--- config.mk ---
export PLATFORM = sky130hd
export DESIGN_NAME = csrBank
export DESIGN_NICKNAME = d
export VERILOG_FILES = /design/src/source/csrPkg.sv /design/src/source/csrIds.sv /design/src/source/csrCounters.sv /design/src/source/csrPinsOut.sv /design/src/source/csrTimer.sv /design/src/source/csrBank.sv
export VERILOG_INCLUDE_DIRS = /design/src /design/src/source
export SDC_FILE = /design/constraint.sdc
export NUM_CORES = 1
export LEC_CHECK = 0
export ABC_AREA = 1
export BUFFER_PORTS_ARGS = -buffer_cell sky130_fd_sc_hd__buf_2
export CAP_MARGIN = 20
export CORE_MARGIN = 2
export CORE_UTILIZATION = 61
export DETAILED_ROUTE_END_ITERATION = 8
export PLACE_DENSITY = 0.86
export SLEW_MARGIN = 20
export SYNTH_ARGS = -nofsm -noshare
export SYNTH_HDL_FRONTEND = slang
export SYNTH_HIERARCHICAL = 1
export SYNTH_SLANG_ARGS = --single-unit
--- constraint.sdc ---
create_clock -name clk -period 1.8 [get_ports clk]
set_input_delay 0 -clock clk [delete_from_list [all_inputs] [get_ports clk]]
set_output_delay 0 -clock clk [all_outputs]
set_load 0.005 [all_outputs]
--- src/source/csrBank_params.svh ---
// *********************************************************************
// CSR bank configuration: addresses, identity values, pins and timer
// *********************************************************************
`ifndef CSRBANK_PARAMS_SVH
`define CSRBANK_PARAMS_SVH

`define CSR_MISA      12'h301
`define CSR_MVENDORID 12'hF11
`define CSR_MARCHID   12'hF12
`define CSR_MIMPID    12'hF13
`define CSR_MHARTID   12'hF14
`define CSR_KHZ       12'hFC0
`define CSR_LEDS      12'hBC1
`define CSR_TIMER     12'hBC2

// Counter aliases, machine and user views
`define CSR_MCYCLE    12'hB00
`define CSR_CYCLE     12'hC00
`define CSR_TIME      12'hC01
`define CSR_MCYCLEH   12'hB80
`define CSR_CYCLEH    12'hC80
`define CSR_TIMEH     12'hC81
`define CSR_MINSTRET  12'hB02
`define CSR_INSTRET   12'hC02
`define CSR_MINSTRETH 12'hB82
`define CSR_INSTRETH  12'hC82

`define ISA_VALUE     32'h4000_0100 // RV32I
`define VENDOR_VALUE  32'h0000_0000
`define ARCH_VALUE    32'h0000_0025
`define IMP_VALUE     32'h0001_0000
`define HART_VALUE    32'h0000_0000
`define CLOCK_KHZ     32'd100000

`define OUT_PINS      4
`define PINS_RESET    1 // LED 0 lit after reset
`define TIMER_WIDTH   32

`endif

--- src/source/csrPkg.sv ---
// *********************************************************************
// Shared types of the CSR bank: data, address, modify code and pins
// *********************************************************************
`default_nettype none
`include "csrBank_params.svh"

package csrPkg;

    typedef logic [31:0] csrDataT;
    typedef logic [11:0] csrAddrT;

    // Modify code presented by the core in E
    typedef enum logic [2:0] {
        opNone  = 3'd0,
        opWrite = 3'd1,
        opSet   = 3'd2,
        opClear = 3'd3
    } csrOpT;

    typedef logic [`OUT_PINS-1:0] pinsT;

endpackage

`default_nettype wire

--- src/source/csrIds.sv ---
// *********************************************************************
// Read-only machine identity registers and clock frequency in kHz
// *********************************************************************
`timescale 1ns/1ps
`default_nettype none
`include "csrBank_params.svh"

module csrIds
    import csrPkg::*;
(
    input  logic    clk,
    input  logic    rstn,
    input  csrAddrT addr,
    output csrDataT rdata,
    output logic    valid
);

    logic enIsa;
    logic enVendor;
    logic enArch;
    logic enImp;
    logic enHart;
    logic enKhz;

    always_ff @(posedge clk) begin
        if (!rstn) begin
            enIsa    <= 1'b0;
            enVendor <= 1'b0;
            enArch   <= 1'b0;
            enImp    <= 1'b0;
            enHart   <= 1'b0;
            enKhz    <= 1'b0;
            valid    <= 1'b0;
            rdata    <= '0;
        end else begin
            // Decode in D
            enIsa    <= (addr == `CSR_MISA);
            enVendor <= (addr == `CSR_MVENDORID);
            enArch   <= (addr == `CSR_MARCHID);
            enImp    <= (addr == `CSR_MIMPID);
            enHart   <= (addr == `CSR_MHARTID);
            enKhz    <= (addr == `CSR_KHZ);

            valid <= enIsa | enVendor | enArch | enImp | enHart | enKhz;
            rdata <= (enIsa    ? `ISA_VALUE    : '0)
                   | (enVendor ? `VENDOR_VALUE : '0)
                   | (enArch   ? `ARCH_VALUE   : '0)
                   | (enImp    ? `IMP_VALUE    : '0)
                   | (enHart   ? `HART_VALUE   : '0)
                   | (enKhz    ? `CLOCK_KHZ    : '0);
        end
    end

endmodule

`default_nettype wire

--- src/source/csrCounters.sv ---
// *********************************************************************
// 64-bit cycle and retired-instruction counters, read as 32-bit halves
// *********************************************************************
`timescale 1ns/1ps
`default_nettype none
`include "csrBank_params.svh"

module csrCounters
    import csrPkg::*;
(
    input  logic    clk,
    input  logic    rstn,
    input  csrAddrT addr,
    input  logic    retired,
    output csrDataT rdata,
    output logic    valid
);

    logic enCycleLo;
    logic enCycleHi;
    logic enRetLo;
    logic enRetHi;

    // Low halves carry one extra bit for the delayed carry
    logic [32:0] cycleLo;
    csrDataT     cycleHi;
    logic [32:0] retLo;
    csrDataT     retHi;

    always_ff @(posedge clk) begin
        if (!rstn) begin
            enCycleLo <= 1'b0;
            enCycleHi <= 1'b0;
            enRetLo   <= 1'b0;
            enRetHi   <= 1'b0;
            cycleLo   <= '0;
            cycleHi   <= '0;
            retLo     <= '0;
            retHi     <= '0;
            valid     <= 1'b0;
            rdata     <= '0;
        end else begin
            enCycleLo <= (addr == `CSR_MCYCLE) | (addr == `CSR_CYCLE) | (addr == `CSR_TIME);
            enCycleHi <= (addr == `CSR_MCYCLEH) | (addr == `CSR_CYCLEH)
                       | (addr == `CSR_TIMEH);
            enRetLo   <= (addr == `CSR_MINSTRET) | (addr == `CSR_INSTRET);
            enRetHi   <= (addr == `CSR_MINSTRETH) | (addr == `CSR_INSTRETH);

            valid <= enCycleLo | enCycleHi | enRetLo | enRetHi;
            rdata <= (enCycleLo ? cycleLo[31:0] : '0)
                   | (enCycleHi ? cycleHi       : '0)
                   | (enRetLo   ? retLo[31:0]   : '0)
                   | (enRetHi   ? retHi         : '0);

            // Carry lands in the high half one cycle later
            cycleLo <= {1'b0, cycleLo[31:0]} + 33'd1;
            cycleHi <= cycleHi + {31'b0, cycleLo[32]};
            retLo   <= {1'b0, retLo[31:0]} + {32'b0, retired};
            retHi   <= retHi + {31'b0, retLo[32]};
        end
    end

    // Alias decode never selects two halves at once
    assert property (@(posedge clk) disable iff (!rstn)
        $onehot0({enCycleLo, enCycleHi, enRetLo, enRetHi}));

endmodule

`default_nettype wire

--- src/source/csrPinsOut.sv ---
// *********************************************************************
// LED output register with write, set and clear access
// *********************************************************************
`timescale 1ns/1ps
`default_nettype none
`include "csrBank_params.svh"

module csrPinsOut
    import csrPkg::*;
(
    input  logic    clk,
    input  logic    rstn,
    input  csrAddrT addr,
    input  csrOpT   modify,
    input  csrDataT wdata,
    output pinsT    pins,
    output csrDataT rdata,
    output logic    valid
);

    logic enPins;
    pinsT wbits;

    assign wbits = wdata[`OUT_PINS-1:0];

    always_ff @(posedge clk) begin
        if (!rstn) begin
            enPins <= 1'b0;
            pins   <= pinsT'(`PINS_RESET);
            valid  <= 1'b0;
            rdata  <= '0;
        end else begin
            enPins <= (addr == `CSR_LEDS);

            // Read returns the value before this access's write
            valid <= enPins;
            rdata <= enPins ? {{(32-`OUT_PINS){1'b0}}, pins} : '0;

            if (enPins) begin
                case (modify)
                    opWrite: pins <= wbits;
                    opSet:   pins <= pins | wbits;
                    opClear: pins <= pins & ~wbits;
                    default: ;            // None or undefined code
                endcase
            end
        end
    end

endmodule

`default_nettype wire

--- src/source/csrTimer.sv ---
// *********************************************************************
// One-shot relative timer that counts down and raises an interrupt
// *********************************************************************
`timescale 1ns/1ps
`default_nettype none
`include "csrBank_params.svh"

module csrTimer
    import csrPkg::*;
(
    input  logic    clk,
    input  logic    rstn,
    input  csrAddrT addr,
    input  csrOpT   modify,
    input  csrDataT wdata,
    output logic    irq
);

    logic                    enTimer;
    logic                    armed;
    logic [`TIMER_WIDTH-1:0] count;
    logic                    countZero;

    assign countZero = (count == '0);

    always_ff @(posedge clk) begin
        if (!rstn) begin
            enTimer <= 1'b0;
            armed   <= 1'b0;
            count   <= '0;
            irq     <= 1'b0;
        end else begin
            enTimer <= (addr == `CSR_TIMER);

            // Raised one edge after the count reaches zero
            irq <= armed & countZero;

            if (enTimer && modify == opWrite) begin
                count <= wdata[`TIMER_WIDTH-1:0]; // Load beats decrement
                armed <= 1'b1;
            end else begin
                if (!countZero) begin
                    count <= count - `TIMER_WIDTH'(1);
                end
                if (enTimer && modify == opClear) begin
                    armed <= 1'b0;    // Any clear value disarms
                end
            end
        end
    end

    // A clear drops irq by the second edge after its E edge
    assert property (@(posedge clk) disable iff (!rstn)
        $past(enTimer && modify == opClear, 2) |-> !irq);

endmodule

`default_nettype wire

--- src/source/csrBank.sv ---
// *********************************************************************
// CSR bank top: identity, counters, LEDs and timer on one CSR bus
// *********************************************************************
`timescale 1ns/1ps
`default_nettype none

module csrBank
    import csrPkg::*;
(
    input  logic    clk,
    input  logic    rstn,
    input  csrAddrT addr,
    input  csrOpT   modify,
    input  csrDataT wdata,
    input  logic    retired,
    output csrDataT rdata,
    output logic    valid,
    output pinsT    leds,
    output logic    irqTimer
);

    csrDataT idsRdata;
    logic    idsValid;
    csrDataT cntRdata;
    logic    cntValid;
    csrDataT pinsRdata;
    logic    pinsValid;

    csrIds ids (
        .clk   (clk),
        .rstn  (rstn),
        .addr  (addr),
        .rdata (idsRdata),
        .valid (idsValid)
    );

    csrCounters counters (
        .clk     (clk),
        .rstn    (rstn),
        .addr    (addr),
        .retired (retired),
        .rdata   (cntRdata),
        .valid   (cntValid)
    );

    csrPinsOut pinsOut (
        .clk    (clk),
        .rstn   (rstn),
        .addr   (addr),
        .modify (modify),
        .wdata  (wdata),
        .pins   (leds),
        .rdata  (pinsRdata),
        .valid  (pinsValid)
    );

    // Write-only block, no read path
    csrTimer timer (
        .clk    (clk),
        .rstn   (rstn),
        .addr   (addr),
        .modify (modify),
        .wdata  (wdata),
        .irq    (irqTimer)
    );

    // Idle blocks drive zeros, so a plain OR merges them
    assign rdata = idsRdata | cntRdata | pinsRdata;
    assign valid = idsValid | cntValid | pinsValid;

    // Address maps of the blocks must not overlap
    assert property (@(posedge clk) disable iff (!rstn)
        $onehot0({idsValid, cntValid, pinsValid}));

endmodule

`default_nettype wire

; After elaboration in Yosys (flattened, before gate mapping)
; Cells that the tools add are included.
[word_totals]
register_bits = 279
in_bits = 50
[op_classes]
bitwise = 28
n_reduce_logical = 7
n_eq_ne = 22
add_sub_neg = 5
n_mux = 13
[ops]
columns = operator, count
row1 = 32-bit bitwise OR, 8
row2 = "12-bit == test, second input constant", 17
row3 = 32-bit 2-to-1 mux, 6
row4 = 32-bit by 1-bit adder with 32-bit output, 2
row5 = 17-bit 2-to-1 mux, 2
row6 = 32-bit by 1-bit adder with 33-bit output, 1
row7 = "32-bit by 1-bit adder with 33-bit output, second input constant", 1
row8 = 32-bit logical NOT, 1
row9 = "32-bit by 1-bit subtractor with 32-bit output, second input constant", 1
row10 = 31-bit 2-to-1 mux, 1
row11 = 1-bit bitwise OR, 16
row12 = "12-bit by 10-bit == test with 1-bit output, second input constant", 1
row13 = 4-bit one-hot mux with 3 select lines, 1
row14 = "3-bit by 2-bit == test with 1-bit output, second input constant", 2
row15 = 6-bit 2-to-1 mux, 1
row16 = 4-bit bitwise AND, 1
row17 = 4-bit NOT, 1
row18 = 4-bit bitwise OR, 1
row19 = 2-bit AND reduction, 2
row20 = "3-bit by 1-bit == test with 1-bit output, second input constant", 1
row21 = 3-bit nonzero test, 1
row22 = 1-bit logical AND, 2
row23 = 1-bit 2-to-1 mux, 2
row24 = "2-bit != test, second input constant", 1
row25 = other kinds (2), 2

; Logic depth before layout (Yosys ltp)
[depth]
ltp_word = 5
mapped_depth = 11
mapped_depth_nobuf = 10

; Hierarchy
; The synthesis kept the hierarchy.
[by_module_without_submodules]
columns = mod, instances, cells_each, area_per_inst_um2
row1 = csrCounters, 1, 1240, 8256.7
row2 = csrTimer, 1, 393, 2459.9
row3 = csrIds, 1, 97, 698.2
row4 = csrPinsOut, 1, 84, 634.4
row5 = csrBank, 1, 99, 371.6

; Worst setup path before layout
; No wires, ideal clock.
[synth_timing]
path_kind = register to register
startpoint = register timer.count[0]
endpoint = register timer.count[24]
synth_period_minus_slack_ns = 1.539
slack_ns = 0.261
n_path_buf = 1
arrival_ns = 1.411
path_stages_with_launch = 11
path_cell_list = dfxtp_1 > inv_1 > ha_1 > nand2_4 > nor2_8 > nand2_2 > nor2_2 > nand4_2 > buf_6 > nand3_1 > nor2_1
[synth_via]
elab_chain_len = 3
word_cells_on_any_way = 5
[synth_lines]
columns = item, line_no
row1 = from (decl), csrTimer.sv:21  ; logic [`TIMER_WIDTH-1:0] count;
row2 = from (signal assigned), csrTimer.sv:39  ; count <= wdata[`TIMER_WIDTH-1:0];
row3 = from (signal assigned), csrTimer.sv:43  ; count <= count - `TIMER_WIDTH'(1);
row4 = 32-bit by 1-bit subtractor with 32-bit output, csrTimer.sv:43
row5 = 32-bit 2-to-1 mux, csrTimer.sv:42  ; if (!countZero) begin
row6 = 32-bit 2-to-1 mux, csrTimer.sv:38  ; if (enTimer && modify == opWrite) begin
; Several ways; a longest one is shown, not always the timed one. The select of a mux whose other input is x is not followed.
; A chain may end at the register's enable or synchronous reset.

; Worst setup path in the final report
[layout_timing]
startpoint = input port addr[6]
endpoint = register timer.enTimer
[layout_via]
elab_chain_len = 1
[layout_lines]
columns = item, line_no
row1 = from (decl), csrBank.sv:12  ; input csrAddrT addr,
row2 = 12-bit == test (no line), --
row3 = to (signal assigned), csrTimer.sv:33  ; enTimer <= (addr == `CSR_TIMER);
row4 = to (decl), csrTimer.sv:19  ; logic enTimer;
; No other way between the ends.

==> impl_metrics.toml <==
[run_status]
outcome = "complete, no violations"

[setup_path]
critical_path.cell_chain = "dlygate4sd3_1 -> buf_2 -> nand4_1 -> dlygate4sd3_1 -> nor3_2 -> dlygate4sd3_1"
slowest_delay_ps = 620
rr_endpoint = "timer/count[0]"
crit_path_frequent_cell = "dlygate4sd3_1"
start_kind = "input pin"
r2r_setup_slack_ps = 90
cp_max_fo = 5
cp.required_ps = 2260
startpoint = "addr[6]"
reg2reg_depth = 9
r2r_start = "timer/enTimer"
arrival_ps = 2220
crit_type = "input pin to register"
cp-end-kind = "register"
critPathSlowestCell = "dlygate4sd3_1"

[detailed_routing]
wl_per_cell_um = 15.15
met1Wirelength_um = 14520
vias_per_cell = 5.478
dr.first_iter.drc_count = 1118
ant_nets = 0
vias = 12873
wl_met3_um = 2708
highest_layer = "met4"
firstDrtPassIters = 6
detail_route.wirelength_um = 35600
drc = 0
wl_met2_um = 16580

[grt]
grt_max_degree = 46
grt_pass1_vias = 11905
grt_first_pass_wirelength_um = 57140
grt-ovfl-total = 0
gr-usage-all-layers = 0.3211
antenna_found_initial = 1

[logic_synthesis]
synthesis.area_sq_um = 12420
synth_edf_count = 0
yosysWarnings = 6
ys_seq_area_frac = 0.3610
ys_async_sr_fraction = 0
avgSynthCellArea_sq_um = 6.493
synth-seq-cells = 224
ys.flop_type = "dfxtp_1"
ys_types = 45
netlist_instances = 1913

[worst_hold_path]
hold_class = "input pin to register"
holdPathStages = 4
holdCritStartpoint = "wdata[22]"
min_to = "timer/count[22]"

[finish]
nNetsFinal = 2120
areaGrowthSynthToFinish_pct = 17.14
drive_gt1_frac = 0.1251
nFillCells = 1553
final_cells = 2350

[power]
leakage_nw = 5.705
peakVddDrop_uv = 1525
pwr_density_cell_nw_per_um2 = 1108

[timing]
setup_viol = 0
tightest_slew_ps = 781.4
timing.final.crit_share = 0.9802
fin_crit_ps = 1764
slew_headroom = 0.4785
drv_slew = 0
hold_viol_final = 0
skew_ps = 15.13
finalWorstSetupSlack_ps = 35.71
hold_slack_ps = 302.6
tns_ps = 0
max_freq_ghz = 0.5668

[clock_network]
cts_root_buf = "clkbuf_16"
path_clk_slew_ps = 60
cts.sinks = 224
htreeDepth = 1
cts.path.max_buffers = 3
cts_tree = "done"
worstSkewPairLatency_ps = 530
cts-buffers-inserted = 25

[floorplan]
die_h_um = 146.7
die_x_um = 146.7
start_util = 0.6178
core-area_sq_um = 20100
die-area_sq_um = 21520
pin_count = 88
fp-row-count = 52

[placed_design]
gp_congestion = 0.9484
hpwlAfterDp_um = 23320
numPlacedInstances = 2235
place_ws_ps = 57.01
io_buffers = 87

[job]
cap_violations = 0
==> through the flow <==
stage          total power, mW  cell area [sq um]    util
3_5_place_dp             10.35              12900  0.6416
2_1_floorplan            9.443              12600       -
3_3_place_gp             10.26              12900  0.6416
4_1_cts                  15.77              14480  0.7201
5_1_grt                  16.93              14550  0.7237
6_report                 16.12              14550  0.7237
==> registers in the layout, summed over array words and instances (netlist names), 4 cells and up <==
signal            count
pinsOut/pins          4
counters/rdata       32
counters/retHi       32
pinsOut/rdata         4
counters/cycleLo     33
timer/count          32
counters/retLo       33
ids/rdata             5
counters/cycleHi     32
==> report_power, final <==
group	total, mW	internal, mW	switching [mW]
logic	5.09	1.72	3.38
registers	5.64	5.27	0.372
clock network	5.38	3.29	2.09
==> cells in the final DEF, fill, tap and decap left out, types with 8 or more instances in the layout <==
| cell | instances |
|---|---|
| nor2_2 | 29 |
| ha_1 | 9 |
| nand2_2 | 16 |
| nand3_1 | 125 |
| buf_2 | 80 |
| xor2_1 | 15 |
| nor2_1 | 371 |
| nand2_1 | 498 |
| or2_1 | 8 |
| o21ai_0 | 52 |
| nand4_1 | 17 |
| nor3_1 | 11 |
| a41oi_1 | 14 |
| a21oi_1 | 131 |
| conb_1 | 50 |
| inv_1 | 175 |
| dfxtp_1 | 224 |
| o22ai_1 | 11 |
| dlygate4sd3_1 | 66 |
| clkbuf_16 | 25 |
| nor2_4 | 31 |
| buf_4 | 20 |
==> timing repair <==
action                     CTS  global route
buffers inserted             0             2
hold endpoints to repair    75             0
hold buffers                70             0
setup endpoints to repair    0            50
resized for setup            0            31
==> worst max path at each step <==
stage          slack [ps]               to
3_3_place_gp          120  timer/count[23]
5_1_grt               -10  timer/count[14]
3_5_place_dp           60   timer/count[1]
6_report               40    timer/enTimer
4_1_cts                40   timer/count[1]
2_1_floorplan         260  timer/count[24]
==> critical path, delay by kind of cell <==
family	cells	cell delay, ps
buffers and inverters	4	1930
AND/OR/NAND/NOR	2	300
==> Yosys cell counts (14+ instances only) <==
master	n	share of area
nand3_1	125	0.050
nor2_1	374	0.11
nor2_4	26	0.024
nand4_1	17	0.0086
a21oi_1	131	0.053
nand2_2	18	0.0091
a41oi_1	14	0.0099
clkbuf_1	21	0.0063
dfxtp_1	224	0.36
inv_1	176	0.053
o21ai_0	53	0.021
nor2_2	31	0.016
buf_4	56	0.034
buf_2	15	0.0060
xor2_1	15	0.011
nand2_1	498	0.15
==> metal layers <==
layer | track usage | vias up
met5 | 0 | -
met4 | 0.1437 | 0
met3 | 0.04534 | 155
met2 | 0.5481 | 659
met1 | 0.4051 | 5801
li1 | - | 6258
==> kinds of logic (layout without fill, tap and decap cells) <==
kind of cell | Yosys count | in the layout | synth area share
AND/OR/NAND/NOR | 1145 | 1145 | 0.4034
buffers and inverters | 283 | 401 | 0.1085
AO/OA/AOI/OAI | 227 | 227 | 0.1008
flip-flops | 224 | 224 | 0.3610
XOR/XNOR | 22 | 22 | 0.01551
adder cells (fa/ha/maj) | 10 | 10 | 0.01007
other | 2 | 51 | 0.0006046
==> layout make-up <==
type / instances / area [sq um] / area share
timing repair buffer: 173 / 1326 / 0.09116
tap: 270 / 337.8 / 0.02322
clock buffer: 31 / 688.2 / 0.04730
clock inverter: 15 / 187.7 / 0.01290
multi-input combinational: 1454 / 6834 / 0.4697
sequential: 224 / 4484 / 0.3082
inverter: 182 / 688.2 / 0.04730
antenna: 1 / 2.502 / 0.0001720
Power figures use the tool's default switching activity.
